## src/cpu_params.svh

```systemverilog
`ifndef CPU_PARAMS_SVH
`define CPU_PARAMS_SVH

// Bus widths
`define CPU_ADDR_W   16  // Address bus
`define CPU_DATA_W   8   // Data bus

// First fetch address after reset
`define CPU_RESET_PC 16'h0000

// Clocks per machine cycle, fixed
`define CPU_TCYCLES  4

`endif

```

## src/cpu_pkg.sv

```systemverilog
`default_nettype none

`include "cpu_params.svh"

package cpu_pkg;

	// Bus words
	typedef logic [`CPU_ADDR_W-1:0] addr_t;
	typedef logic [`CPU_DATA_W-1:0] byte_t;

	// Register field as found in op[5:3] and op[2:0]
	typedef enum logic [2:0] {
		REG_B, REG_C, REG_D, REG_E,
		REG_H, REG_L, REG_MEM, REG_A  // REG_MEM is (HL) or immediate
	} reg_sel_t;

	// Low eight follow op[5:3] of the ALU block
	typedef enum logic [3:0] {
		ALU_ADD, ALU_ADC, ALU_SUB, ALU_SBC,
		ALU_AND, ALU_XOR, ALU_OR, ALU_CP,
		ALU_INC, ALU_DEC
	} alu_op_t;

	typedef struct packed {
		logic z;  // Zero
		logic n;  // Subtract
		logic h;  // Half carry
		logic c;  // Carry
	} flags_t;

	// Kind of machine cycle in progress
	typedef enum logic [2:0] {
		IFETCH, IMM_LO, IMM_HI, MEM_READ, MEM_WRITE, JUMP
	} mstate_t;

	typedef logic [1:0] tcycle_t;  // Clock within a machine cycle

endpackage

`default_nettype wire

```

## src/regfile_if.sv

```systemverilog
`timescale 1ns/1ps
`default_nettype none

interface regfile_if import cpu_pkg::*; ();
	reg_sel_t   src_sel;     // Operand register
	byte_t      src_data;
	byte_t      ext_data;    // Byte returned for REG_MEM, immediate or (HL)
	reg_sel_t   dst_sel;     // Write target
	logic       dst_we;
	byte_t      dst_data;
	flags_t     flags;
	logic [3:0] flags_we;    // Per-flag mask, z n h c order
	flags_t     flags_next;
	byte_t      a;           // Accumulator, first ALU operand
	addr_t      hl;          // Pointer for indirect cycles

	// Storage side
	modport regfile (
		input  src_sel, ext_data, dst_sel, dst_we, dst_data, flags_we, flags_next,
		output src_data, flags, a, hl
	);

	// Decode side
	modport control (
		output src_sel, ext_data, dst_sel, dst_we, dst_data, flags_we, flags_next,
		input  src_data, flags, hl
	);

	// Operands only
	modport alu (
		input a, src_data, flags
	);
endinterface

`default_nettype wire

```

## src/cpu_regfile.sv

```systemverilog
`timescale 1ns/1ps
`default_nettype none

module cpu_regfile import cpu_pkg::*; (
	input  logic       clk,
	input  logic       reset,
	regfile_if.regfile rf
);
	// Indexed straight by reg_sel_t
	// Slot 6 belongs to (HL) and never holds a value
	byte_t      regs [8];
	logic [3:0] flag_q;  // z n h c

	// Data registers
	always_ff @(posedge clk) begin
		if (rf.dst_we && (rf.dst_sel != REG_MEM)) begin
			regs[rf.dst_sel] <= rf.dst_data;
		end
	end

	// Flags, only the masked bits move
	always_ff @(posedge clk) begin
		if (reset) begin
			flag_q <= 4'b0000;
		end else begin
			flag_q <= (flag_q & ~rf.flags_we) | (rf.flags_next & rf.flags_we);
		end
	end

	// Source mux
	// MEM picks the byte the control supplies
	assign rf.src_data = (rf.src_sel == REG_MEM) ? rf.ext_data : regs[rf.src_sel];

	assign rf.flags = flags_t'(flag_q);
	assign rf.a     = regs[REG_A];                  // ALU left operand
	assign rf.hl    = {regs[REG_H], regs[REG_L]};   // Indirect pointer

endmodule

`default_nettype wire

```

## src/cpu_alu.sv

```systemverilog
`timescale 1ns/1ps
`default_nettype none

module cpu_alu import cpu_pkg::*; (
	regfile_if.alu  rf,
	input  alu_op_t alu_op,
	output byte_t   result,
	output flags_t  alu_flags
);
	logic       cin;   // Carry in for ADC and SBC
	logic [8:0] full;  // Result with carry or borrow
	logic [4:0] half;  // Low nibble, bit 4 is the half carry

	assign cin = ((alu_op == ALU_ADC) || (alu_op == ALU_SBC)) ? rf.flags.c : 1'b0;

	always_comb begin
		full      = '0;
		half      = '0;
		result    = '0;
		alu_flags = '0;
		case (alu_op)
			ALU_ADD, ALU_ADC: begin
				full        = {1'b0, rf.a} + {1'b0, rf.src_data} + 9'(cin);
				half        = {1'b0, rf.a[3:0]} + {1'b0, rf.src_data[3:0]} + 5'(cin);
				result      = full[7:0];
				alu_flags.h = half[4];     // Carry out of bit 3
				alu_flags.c = full[8];
			end
			ALU_SUB, ALU_SBC, ALU_CP: begin
				full        = {1'b0, rf.a} - {1'b0, rf.src_data} - 9'(cin);
				half        = {1'b0, rf.a[3:0]} - {1'b0, rf.src_data[3:0]} - 5'(cin);
				result      = full[7:0];   // CP result only feeds flags
				alu_flags.n = 1'b1;
				alu_flags.h = half[4];     // Borrow from bit 4
				alu_flags.c = full[8];     // Borrow
			end
			ALU_AND: begin
				result      = rf.a & rf.src_data;
				alu_flags.h = 1'b1;
			end
			ALU_XOR: result = rf.a ^ rf.src_data;
			ALU_OR:  result = rf.a | rf.src_data;
			ALU_INC: begin
				result      = rf.src_data + 8'd1;
				alu_flags.h = (rf.src_data[3:0] == 4'hf);  // Nibble rolls over
				alu_flags.c = rf.flags.c;                  // Carry kept
			end
			ALU_DEC: begin
				result      = rf.src_data - 8'd1;
				alu_flags.n = 1'b1;
				alu_flags.h = (rf.src_data[3:0] == 4'h0);  // Borrow into nibble
				alu_flags.c = rf.flags.c;
			end
			default: ;
		endcase
		alu_flags.z = (result == 8'h00);
	end

endmodule

`default_nettype wire

```

## src/cpu_bus_sequencer.sv

```systemverilog
`timescale 1ns/1ps
`default_nettype none

`include "cpu_params.svh"

module cpu_bus_sequencer import cpu_pkg::*; (
	input  logic    clk,
	input  logic    reset,
	output addr_t   adr,
	input  byte_t   data,
	output byte_t   dout,
	output logic    ddrv,
	output logic    read,
	output logic    write,
	output mstate_t mstate,
	output byte_t   op,
	output byte_t   imml,
	output byte_t   immh,
	output addr_t   pc,
	output logic    mcycle_end,
	output byte_t   mem_data,
	input  mstate_t next_state,
	input  logic    state_load,
	input  logic    adr_load,
	input  addr_t   adr_next,
	input  logic    pc_load,
	input  addr_t   pc_next,
	input  logic    wdata_load,
	input  byte_t   wdata
);
	tcycle_t tcycle;
	byte_t   wdata_q;  // Store byte waiting for its write cycle
	logic    fetch;    // Read at PC

	assign fetch      = (mstate == IFETCH) || (mstate == IMM_LO) || (mstate == IMM_HI);
	assign mcycle_end = (tcycle == tcycle_t'(`CPU_TCYCLES - 1));

	// Cycle counter, state, PC and bus strobes
	always_ff @(posedge clk) begin
		if (reset) begin
			tcycle <= '0;
			mstate <= IFETCH;
			pc     <= `CPU_RESET_PC;
			read   <= 1'b0;
			write  <= 1'b0;
			ddrv   <= 1'b0;
		end else begin
			tcycle <= tcycle + 2'd1;
			case (tcycle)
				2'd0: ddrv <= (mstate == MEM_WRITE);  // Drive data only for stores
				2'd1: begin
					read  <= fetch || (mstate == MEM_READ);
					write <= (mstate == MEM_WRITE);
					if (fetch) begin
						pc <= pc + 16'd1;  // Step past the byte being read
					end
				end
				2'd2: write <= 1'b0;  // One clock write pulse
				2'd3: read <= 1'b0;
				default: ;
			endcase
			if (pc_load) begin
				pc <= pc_next;
			end
			if (mcycle_end) begin
				mstate <= state_load ? next_state : IFETCH;  // Default back to fetch
			end
		end
	end

	// Address, store data and the byte latches
	always_ff @(posedge clk) begin
		if ((tcycle == 2'd0) && fetch) begin
			adr <= pc;
		end
		if ((tcycle == 2'd0) && (mstate == MEM_WRITE)) begin
			dout <= wdata_q;
		end
		if (tcycle == 2'd2) begin  // Data valid while read is high
			case (mstate)
				IFETCH:   op       <= data;
				IMM_LO:   imml     <= data;
				IMM_HI:   immh     <= data;
				MEM_READ: mem_data <= data;
				default: ;
			endcase
		end
		if (adr_load) begin
			adr <= adr_next;  // HL for the next indirect cycle
		end
		if (wdata_load) begin
			wdata_q <= wdata;
		end
	end

endmodule

`default_nettype wire

```

## src/cpu_control.sv

```systemverilog
`timescale 1ns/1ps
`default_nettype none

module cpu_control import cpu_pkg::*; (
	regfile_if.control rf,
	output alu_op_t    alu_op,
	input  byte_t      result,
	input  flags_t     alu_flags,
	input  mstate_t    mstate,
	input  byte_t      op,
	input  byte_t      imml,
	input  byte_t      immh,
	input  addr_t      pc,
	input  logic       mcycle_end,
	input  byte_t      mem_data,
	output mstate_t    next_state,
	output logic       state_load,
	output logic       adr_load,
	output addr_t      adr_next,
	output logic       pc_load,
	output addr_t      pc_next,
	output logic       wdata_load,
	output byte_t      wdata
);
	reg_sel_t dst_r;       // op[5:3]
	reg_sel_t src_r;       // op[2:0]
	logic     is_ld_imm;   // LD r,d8 and LD (HL),d8
	logic     is_ld_rr;    // LD r,r' block
	logic     is_alu_r;    // ALU A,r
	logic     is_alu_imm;  // ALU A,d8
	logic     is_incdec;
	logic     is_jr;
	logic     is_jp;
	logic     cond_flag;
	logic     take;        // Jump condition met
	logic     alu_wb;      // Retire an ALU result this cycle

	assign dst_r = reg_sel_t'(op[5:3]);
	assign src_r = reg_sel_t'(op[2:0]);

	assign is_ld_imm  = (op[7:6] == 2'b00) && (op[2:0] == 3'b110);
	assign is_incdec  = (op[7:6] == 2'b00) && (op[2:1] == 2'b10);
	assign is_ld_rr   = (op[7:6] == 2'b01) && (op != 8'h76);  // 76 is a NOP here
	assign is_alu_r   = (op[7:6] == 2'b10);
	assign is_alu_imm = (op[7:6] == 2'b11) && (op[2:0] == 3'b110);
	assign is_jr      = (op == 8'h18) || ((op[7:5] == 3'b001) && (op[2:0] == 3'b000));
	assign is_jp      = (op == 8'hc3) || ((op[7:5] == 3'b110) && (op[2:0] == 3'b010));

	// op[4] picks C or Z, op[3] the wanted level
	assign cond_flag = op[4] ? rf.flags.c : rf.flags.z;
	assign take      = (is_jr && !op[5]) || (is_jp && op[0]) || (cond_flag == op[3]);

	// INC/DEC work on op[5:3], everything else reads op[2:0]
	assign rf.src_sel  = (op[7:6] == 2'b00) ? dst_r : src_r;
	assign rf.ext_data = (mstate == MEM_READ) ? mem_data : imml;
	assign rf.flags_next = alu_flags;
	assign alu_op = is_incdec ? (op[0] ? ALU_DEC : ALU_INC) : alu_op_t'({1'b0, op[5:3]});

	always_comb begin
		next_state  = IFETCH;
		state_load  = 1'b0;
		adr_load    = 1'b0;
		adr_next    = rf.hl;  // Only indirect cycles load ADR
		pc_load     = 1'b0;
		pc_next     = is_jr ? pc + {{8{imml[7]}}, imml} : {immh, imml};
		wdata_load  = 1'b0;
		wdata       = rf.src_data;
		alu_wb      = 1'b0;
		rf.dst_sel  = (is_alu_r || is_alu_imm) ? REG_A : dst_r;
		rf.dst_we   = 1'b0;
		rf.dst_data = rf.src_data;
		rf.flags_we = 4'b0000;
		if (mcycle_end) begin
			case (mstate)
				IFETCH: begin
					if (is_ld_imm || is_alu_imm || is_jr || is_jp) begin
						next_state = IMM_LO;  // Operand byte follows
						state_load = 1'b1;
					end else if (((is_ld_rr || is_alu_r) && (src_r == REG_MEM)) ||
							(is_incdec && (dst_r == REG_MEM))) begin
						next_state = MEM_READ;  // Fetch (HL) first
						state_load = 1'b1;
						adr_load   = 1'b1;
					end else if (is_ld_rr && (dst_r == REG_MEM)) begin
						next_state = MEM_WRITE;  // LD (HL),r
						state_load = 1'b1;
						adr_load   = 1'b1;
						wdata_load = 1'b1;
					end else if (is_ld_rr) begin
						rf.dst_we = 1'b1;
					end else if (is_alu_r || is_incdec) begin
						alu_wb = 1'b1;
					end
				end
				IMM_LO: begin
					if (is_jp) begin
						next_state = IMM_HI;
						state_load = 1'b1;
					end else if (is_jr) begin
						next_state = JUMP;
						state_load = take;  // Not taken falls through to fetch
					end else if (is_alu_imm) begin
						alu_wb = 1'b1;
					end else if (is_ld_imm && (dst_r == REG_MEM)) begin
						next_state = MEM_WRITE;
						state_load = 1'b1;
						adr_load   = 1'b1;
						wdata_load = 1'b1;
						wdata      = imml;
					end else if (is_ld_imm) begin
						rf.dst_we   = 1'b1;
						rf.dst_data = imml;
					end
				end
				IMM_HI: begin
					next_state = JUMP;
					state_load = is_jp && take;
				end
				MEM_READ: begin
					if (is_incdec) begin
						next_state  = MEM_WRITE;  // Write back to the same HL
						state_load  = 1'b1;
						wdata_load  = 1'b1;
						wdata       = result;
						rf.flags_we = 4'b1110;
					end else if (is_alu_r) begin
						alu_wb = 1'b1;
					end else if (is_ld_rr) begin
						rf.dst_we   = 1'b1;
						rf.dst_data = mem_data;
					end
				end
				JUMP: pc_load = 1'b1;
				default: ;
			endcase
			if (alu_wb) begin
				rf.dst_data = result;
				rf.dst_we   = is_incdec || (op[5:3] != 3'd7);  // CP leaves A alone
				rf.flags_we = is_incdec ? 4'b1110 : 4'b1111;   // INC/DEC keep C
			end
		end
	end

endmodule

`default_nettype wire

```

## src/lr35902_core.sv

```systemverilog
`timescale 1ns/1ps
`default_nettype none

module lr35902_core import cpu_pkg::*; (
	input  logic  clk,
	input  logic  reset,
	output addr_t adr,
	input  byte_t data,
	output byte_t dout,
	output logic  ddrv,
	output logic  read,
	output logic  write
);
	alu_op_t alu_op;
	byte_t   result;
	flags_t  alu_flags;

	// Sequencer to control
	mstate_t mstate;
	byte_t   op;
	byte_t   imml;
	byte_t   immh;
	addr_t   pc;
	logic    mcycle_end;
	byte_t   mem_data;

	// Control to sequencer
	mstate_t next_state;
	logic    state_load;
	logic    adr_load;
	addr_t   adr_next;
	logic    pc_load;
	addr_t   pc_next;
	logic    wdata_load;
	byte_t   wdata;

	regfile_if u_rf_if ();

	cpu_regfile u_regfile (
		.clk   (clk),
		.reset (reset),
		.rf    (u_rf_if.regfile)
	);

	cpu_alu u_alu (
		.rf        (u_rf_if.alu),
		.alu_op    (alu_op),
		.result    (result),
		.alu_flags (alu_flags)
	);

	cpu_bus_sequencer u_sequencer (
		.clk        (clk),
		.reset      (reset),
		.adr        (adr),
		.data       (data),
		.dout       (dout),
		.ddrv       (ddrv),
		.read       (read),
		.write      (write),
		.mstate     (mstate),
		.op         (op),
		.imml       (imml),
		.immh       (immh),
		.pc         (pc),
		.mcycle_end (mcycle_end),
		.mem_data   (mem_data),
		.next_state (next_state),
		.state_load (state_load),
		.adr_load   (adr_load),
		.adr_next   (adr_next),
		.pc_load    (pc_load),
		.pc_next    (pc_next),
		.wdata_load (wdata_load),
		.wdata      (wdata)
	);

	cpu_control u_control (
		.rf         (u_rf_if.control),
		.alu_op     (alu_op),
		.result     (result),
		.alu_flags  (alu_flags),
		.mstate     (mstate),
		.op         (op),
		.imml       (imml),
		.immh       (immh),
		.pc         (pc),
		.mcycle_end (mcycle_end),
		.mem_data   (mem_data),
		.next_state (next_state),
		.state_load (state_load),
		.adr_load   (adr_load),
		.adr_next   (adr_next),
		.pc_load    (pc_load),
		.pc_next    (pc_next),
		.wdata_load (wdata_load),
		.wdata      (wdata)
	);

endmodule

`default_nettype wire

```

## config.mk

```make
export PLATFORM = sky130hd
export DESIGN_NAME = lr35902_core
export DESIGN_NICKNAME = d
export VERILOG_FILES = /design/src/cpu_pkg.sv /design/src/regfile_if.sv /design/src/cpu_regfile.sv /design/src/cpu_alu.sv /design/src/cpu_bus_sequencer.sv /design/src/cpu_control.sv /design/src/lr35902_core.sv
export VERILOG_INCLUDE_DIRS = /design/src
export SDC_FILE = /design/constraint.sdc
export NUM_CORES = 1
export LEC_CHECK = 0
export ABC_AREA = 1
export BUFFER_PORTS_ARGS = -buffer_cell sky130_fd_sc_hd__buf_4
export CORE_ASPECT_RATIO = 1.2
export CORE_MARGIN = 2
export CORE_UTILIZATION = 30
export CTS_BUF_LIST = sky130_fd_sc_hd__clkbuf_16
export DETAILED_ROUTE_END_ITERATION = 7
export PLACE_DENSITY = 0.47
export SLEW_MARGIN = 5
export SYNTH_ARGS = -nofsm -noshare
export SYNTH_HDL_FRONTEND = slang
export SYNTH_SLANG_ARGS = --single-unit
```

## constraint.sdc

```tcl
create_clock -name clk -period 7.1 [get_ports clk]
set_input_delay 1.065 -clock clk [delete_from_list [all_inputs] [get_ports clk]]
set_output_delay 1.065 -clock clk [all_outputs]
set_load 0.02 [all_outputs]
```

* Word-level counts from Yosys, hierarchy flattened *
Memory sizes are Yosys's and may differ from the RTL's.
Index checks and enable logic that the tools add are counted.

storage, ports and cells
  RAM bits = 64
  word-level logic and storage cells = 225
  latch bits = 0
  input port bits = 10
  memories = 1
  output and inout bits = 27
  register bits after elaboration = 92
  memory bits (read-only) = 0

memory list
  name            words  bits a word  read ports  clocked after Yosys merged registers in  write ports  line               text
  u_regfile.regs  8      8            4           0                                        1            cpu_regfile.sv:11  byte_t regs [8];

operators by class
  muxes and demuxes = 102
  bitwise gates (word level) = 7
  $lt $le $gt $ge = 0
  divide/modulo/power cells = 0
  reduce and logical (&&, ||, !) cells = 54
  $mul = 0
  add/subtract/negate cells = 13
  equality and inequality tests = 34
  shift-type cells = 0

operators by type and width
  kind                                           count
  two-way mux 8 bit                              18
  two-way mux 16 bit                             6
  one-hot mux 8 bit (7 select lines)             1
  two-way mux 1 bit                              49
  two-way mux 3 bit                              11
  one-hot mux 8 bit (2 select lines)             2
  two-way mux 4 bit                              5
  == test 3 bit, second input constant           6
  adder 16 x 1 -> 16 bit, second input constant  1
  adder 16 bit                                   1
  == test 4 x 3 -> 1 bit, second input constant  4
  logical AND 1 bit                              16
  logical OR 1 bit                               16
  == test 4 bit, second input constant           3
  one-hot mux 1 bit (3 select lines)             4
  one-hot mux 3 bit (4 select lines)             1
  == test 2 bit, second input constant           5
  AND reduction 2 bit                            5
  nonzero test 2 bit                             5
  adder 8 x 8 -> 9 bit                           1
  adder 9 x 1 -> 9 bit                           1
  == test 3 x 2 -> 1 bit, second input constant  3
  subtractor 8 x 8 -> 9 bit                      1
  subtractor 9 x 1 -> 9 bit                      1
  33 further kinds                               44

* Depth between registers and ports, before layout *
  word-level depth = 15
  depth in mapped cells = 32
  depth with buffers taken out = 32

* By module *
A second synthesis with hierarchy kept.

unflattened totals
  cells, all modules = 1440
  area, all modules = 10705.3 µm²

by module, submodules not included
  module             seq. area each (µm²)  times used  area an instance (µm²)  cells an instance
  cpu_bus_sequencer  2402.3                1           3568.4                  326
  cpu_control        0.0                   1           2687.6                  532
  cpu_regfile        1761.7                1           2458.6                  216
  cpu_alu            0.0                   1           1990.7                  366

* Worst setup path before layout *
OpenSTA, ideal clock, no wires.

  kind = register to register
  from = register u_sequencer.op[7]
  to = memory u_regfile.regs[0][6] in the netlist's numbering (data pin)
  library setup time = 0.314 ns
  data arrival time = 3.207 ns
  path buffers = 2
  period minus slack after synthesis = 3.521 ns
  stages on the path, launching flop included = 25
  setup slack = 3.579 ns
  cell sequence = edfxtp_1 > nor2_4 > nand2_2 > nand2_2 > buf_6 > buf_2 > nand2_1 > o211ai_1 > nand3_1 > nand2_1 > inv_1 > ha_1 > inv_1 > ha_1 > nand2_1 > inv_1 > nand4_1 > nand3_1 > nand2_1 > nand3_1 > nand2_1 > nor2_1 > nand2_1 > nand3_1 > o21ai_0

between the ends
  cells in the longest elaborated chain, start to end = 12

RTL lines
  what                                                                                line                     text
  start, declared                                                                     cpu_bus_sequencer.sv:16  output byte_t op,
  start signal, assigned                                                              cpu_bus_sequencer.sv:81  IFETCH: op <= data;
  parallel branches: the longest is 11 deep, another holds subtractor 8 x 8 -> 9 bit  n/a
  two-way mux 8 bit (*)                                                               cpu_control.sv:73        if (mcycle_end) begin
  named net u_control.rf.dst_data[6]                                                  regfile_if.sv:25         output src_sel, ext_data, dst_sel, dst_we, dst_data, flags_we, flags_next,
  end, declared                                                                       cpu_regfile.sv:11

Mark *: on every way through the listed nets, which the timed path passes. The select of a mux whose other input is x is not followed.

* Final worst setup path *
  from = register u_sequencer.op[4]
  to = memory u_regfile.regs[2][6] in the netlist's numbering (data pin)

between the ends
  cells in the longest elaborated chain, start to end = 11

RTL lines
  what                                                                                line
  parallel branches: the longest is 10 deep, another holds subtractor 8 x 8 -> 9 bit  n/a
  two-way mux 8 bit (*)                                                               cpu_control.sv:73
  named net u_control.rf.dst_data[6]                                                  regfile_if.sv:25

Marked as above.

==> results by group <==
Finish
  – Synth-to-layout area growth: 12.59%
  – Fin area: between 10,000 and 15,000 um2
  – Diode count: 0
  – Share of post-route cells with drive strength above 1: 0.1076
  – Nets@finish: 1,276
  – Fill cells: ~3,400
  – Sequential cell area: 4124 um2
  – Post-layout util: 0.3405
  – Multi-input logic area: 4772 um2

CTS
  – Longest Clk Path Bufs: 2
  – Setup bufs post-CTS: 0
  – TritonCTS Sinks: ~150
  – CTS H-tree lvls: 4
  – CTS root buf: clkbuf_16
  – # resized after CTS: 0
  – CTS tree: done
  – CTS clk-pin slew, worst paths: 70 ps
  – Hold_buf cts: 0
  – Clock Latency Late Sink: about 440 ps
  – Inserted Clock Buffers: 17

Setup path
  – Worst reg-to-reg path cell count: 26
  – RR Endpoint: u_regfile.regs[2][6]
  – Worst r2r src: u_sequencer.op[4]
  – Worst setup startpoint: u_sequencer.op[4]
  – Worst setup SP type: register
  – Setup slack, reg-to-reg: 1880 ps
  – CP endpoint: u_regfile.regs[2][6]
  – Crit end category: register
  – Critical path class: register to register
  – Worst EP required: ~7100 ps
  – Crit Path Max Fanout: 17
  – Worst Path Arrival: 5250 ps

Synth
  – YS warnings: 0
  – Syn_area_per_cell: 8.225 um2
  – Net count after synthesis: 1,248
  – Cell count after synthesis: between 1,000 and 1,500
  – Netlist cell types: 48
  – Register area share after synthesis: 0.4263
  – Synth Cell Area: 9673 um2
  – #FFs+latches synth: 146

Placed design
  – HPWL after detailed placement: 25,650 um
  – Routability cong.: 0.9433
  – Setup WS pre-CTS: 1976 ps
  – Dpl cell area: approximately 10,000 um2
  – Input/output buffers: 36

STA
  – Max_slew headroom: 0.2628
  – Worst-Margin Slew: about 1100 ps
  – Worst Clk Skew: 19.43 ps
  – TNS Setup: 0 ps
  – Final Max Tran Viols: 0
  – Period utilization: 0.7351
  – Count of final setup violators: 0
  – Period minus WS final: between 5000 and 6000 ps
  – Unrepaired setup endpoints after global routing: false
  – Final setup margin: 1881 ps
  – Fmax: between 150 and 200 MHz
  – Endpoints failing hold: 0

Die
  – Initial core utilization: 0.3025
  – Core ar.: 31,980 um2
  – Die Ht: 200.7 um
  – Die area: 33,700 um2
  – Die span in x: 167.9 um
  – I/O pins: 37
  – Row Count: 72

Power
  – PD cells: 220.4 nW/um2
  – Maximum vdd drop: between 150 and 200 uV
  – Total power: between 2 and 2.5 mW
  – Static Leak: 4.569 nW

Routing
  – Number of vias per cell: 5.185
  – Routed len/inst: 20.59 um
  – Initial DRC Count: ~800
  – Routed WL: 33,430 um
  – Drt first pass iters: 5
  – Residual DRC: 0
  – ANT nets after route: 0
  – Vias: 8,421

Job
  – Max-cap violation count: 0

Global routing
  – Vias in the first global route: 8,349
  – First-pass GRT wire length: 50,300 um
  – Initial antenna violation count: 0
  – Pin count of the biggest net entering global routing: 42
  – Total track usage: 0.1999
  – GRT overflow: 0

Outcome
  – Outcome: complete, no violations

Worst hold path
  – Min-Delay Path Class: register to register
  – Hold path depth: 0
## state kept, by name, indices dropped and copies added, names as in the netlist, named ones only
name                  flops
u_sequencer.imml          8
u_sequencer.op            8
u_sequencer.read          1
u_sequencer.immh          8
u_regfile.regs           56
u_sequencer.pc           16
u_sequencer.mem_data      8
u_sequencer.wdata_q       8
u_sequencer.mstate        3
u_sequencer.ddrv          1
u_sequencer.write         1
u_sequencer.tcycle        2
u_sequencer.dout          8
u_sequencer.adr          16
## synth_stat cells (all sizes together)
cell,number,area share
a21boi,1,0.00078
dfxtp,26,0.054
nor4,6,0.0054
buf,22,0.016
fa,5,0.010
nand3b,2,0.0016
o221ai,16,0.014
o22ai,7,0.0045
nand4,26,0.017
a221oi,3,0.0027
a21o,5,0.0039
or2,4,0.0026
a31oi,6,0.0039
clkbuf,12,0.0047
o211ai,21,0.016
inv,154,0.060
a31o,1,0.00091
o21bai,6,0.0047
o21ai,102,0.054
xnor2,5,0.0045
ha,57,0.074
a21oi,76,0.040
a211oi,2,0.0021
a22oi,3,0.0028
nor2,124,0.052
nand2,248,0.10
o31ai,3,0.0023
o2111ai,3,0.0027
xor2,20,0.018
edfxtp,120,0.37
nand3,76,0.041
nor3,14,0.0093
## per-stage QoR
| step | cells | hold WS [ps] |
|---|---|---|
| 2_1_floorplan | 1176 | 400.3 |
| 4_1_cts | 1624 | 420.3 |
| 6_report | 1624 | 419.0 |
| 3_5_place_dp | 1592 | 404.5 |
| 5_1_grt | 1624 | 428.1 |
| 3_3_place_gp | 1592 | 402.5 |
## critical path, stage by stage (launching register included)
cell and delay [ps]:
edfxtp_1 640, inv_2 300, nand2_1 100, o21ai_2 310, inv_2 310, nand3_2 160
nand3_2 170, nand2_4 180, inv_1 140, nand2_1 110, nand2_1 50, inv_1 50
ha_1 140, inv_1 40, nand2_1 90, inv_1 70, fa_1 430, inv_1 100
nand4_1 130, nand3_1 100, nand2_1 70, nand3_1 70, nand2_1 80, nor2_1 400
nand2_1 100, nand3_1 110, o21ai_0 340
## layout by cell type (no fill, tap or decap), types with 20 or more instances in the layout
cell type / instances
xor2_1: 20
nand4_1: 26
ha_1: 57
o211ai_1: 21
edfxtp_1: 120
o21ai_0: 85
a21oi_1: 75
inv_1: 144
dfxtp_1: 26
nand2_1: 229
nor2_1: 115
nand3_1: 72
buf_4: 43
## metal layers
metal | global-route usage | vias to the layer above | wire length, um
met5 | 0 | - | 0
met2 | 0.3390 | 245 | 16250
li1 | - | 4100 | -
met3 | 0.03312 | 70 | 1632
met4 | 0.09224 | 0 | 1438
met1 | 0.2483 | 4006 | 14110
## worst min path at each step
stage                                start             endpoint  slack, ps
floorplan           u_sequencer.wdata_q[0]  u_sequencer.dout[0]        400
global placement    u_sequencer.wdata_q[6]  u_sequencer.dout[6]        400
detailed placement  u_sequencer.wdata_q[5]  u_sequencer.dout[5]        400
CTS                 u_sequencer.wdata_q[5]  u_sequencer.dout[5]        420
global route        u_sequencer.wdata_q[5]  u_sequencer.dout[5]        430
finish              u_sequencer.wdata_q[5]  u_sequencer.dout[5]        420
## power by group
group | total (mW) | switching, mW | internal, mW | leakage (nW)
Sequential | 0.998 | 0.0265 | 0.971 | 1.31
Clock | 0.908 | 0.386 | 0.522 | 0.292
Combinational | 0.495 | 0.338 | 0.157 | 2.96
## cells by family (layout without fill, tap and decap cells)
group / Yosys count / count (layout) / share of synthesized area
buffers and inverters: 188 / 229 / 0.08032
and+or+nand+nor: 500 / 500 / 0.2313
DFF: 146 / 146 / 0.4263
adders and majority gates: 62 / 62 / 0.08408
xor gates and xnor gates: 25 / 25 / 0.02264
AOI/OAI and AO/OA: 255 / 255 / 0.1553
## cell type report
type | instances | share of cell area
Multi-Input combinational cell | 842 | 0.4382
Tap cell | 407 | 0.04676
Timing Repair Buffer | 43 | 0.02964
Clock buffer | 17 | 0.03906
Inverter | 154 | 0.05308
Sequential cell | 146 | 0.3787
Clock inverter | 15 | 0.01459
Power figures use the tool's default switching activity.
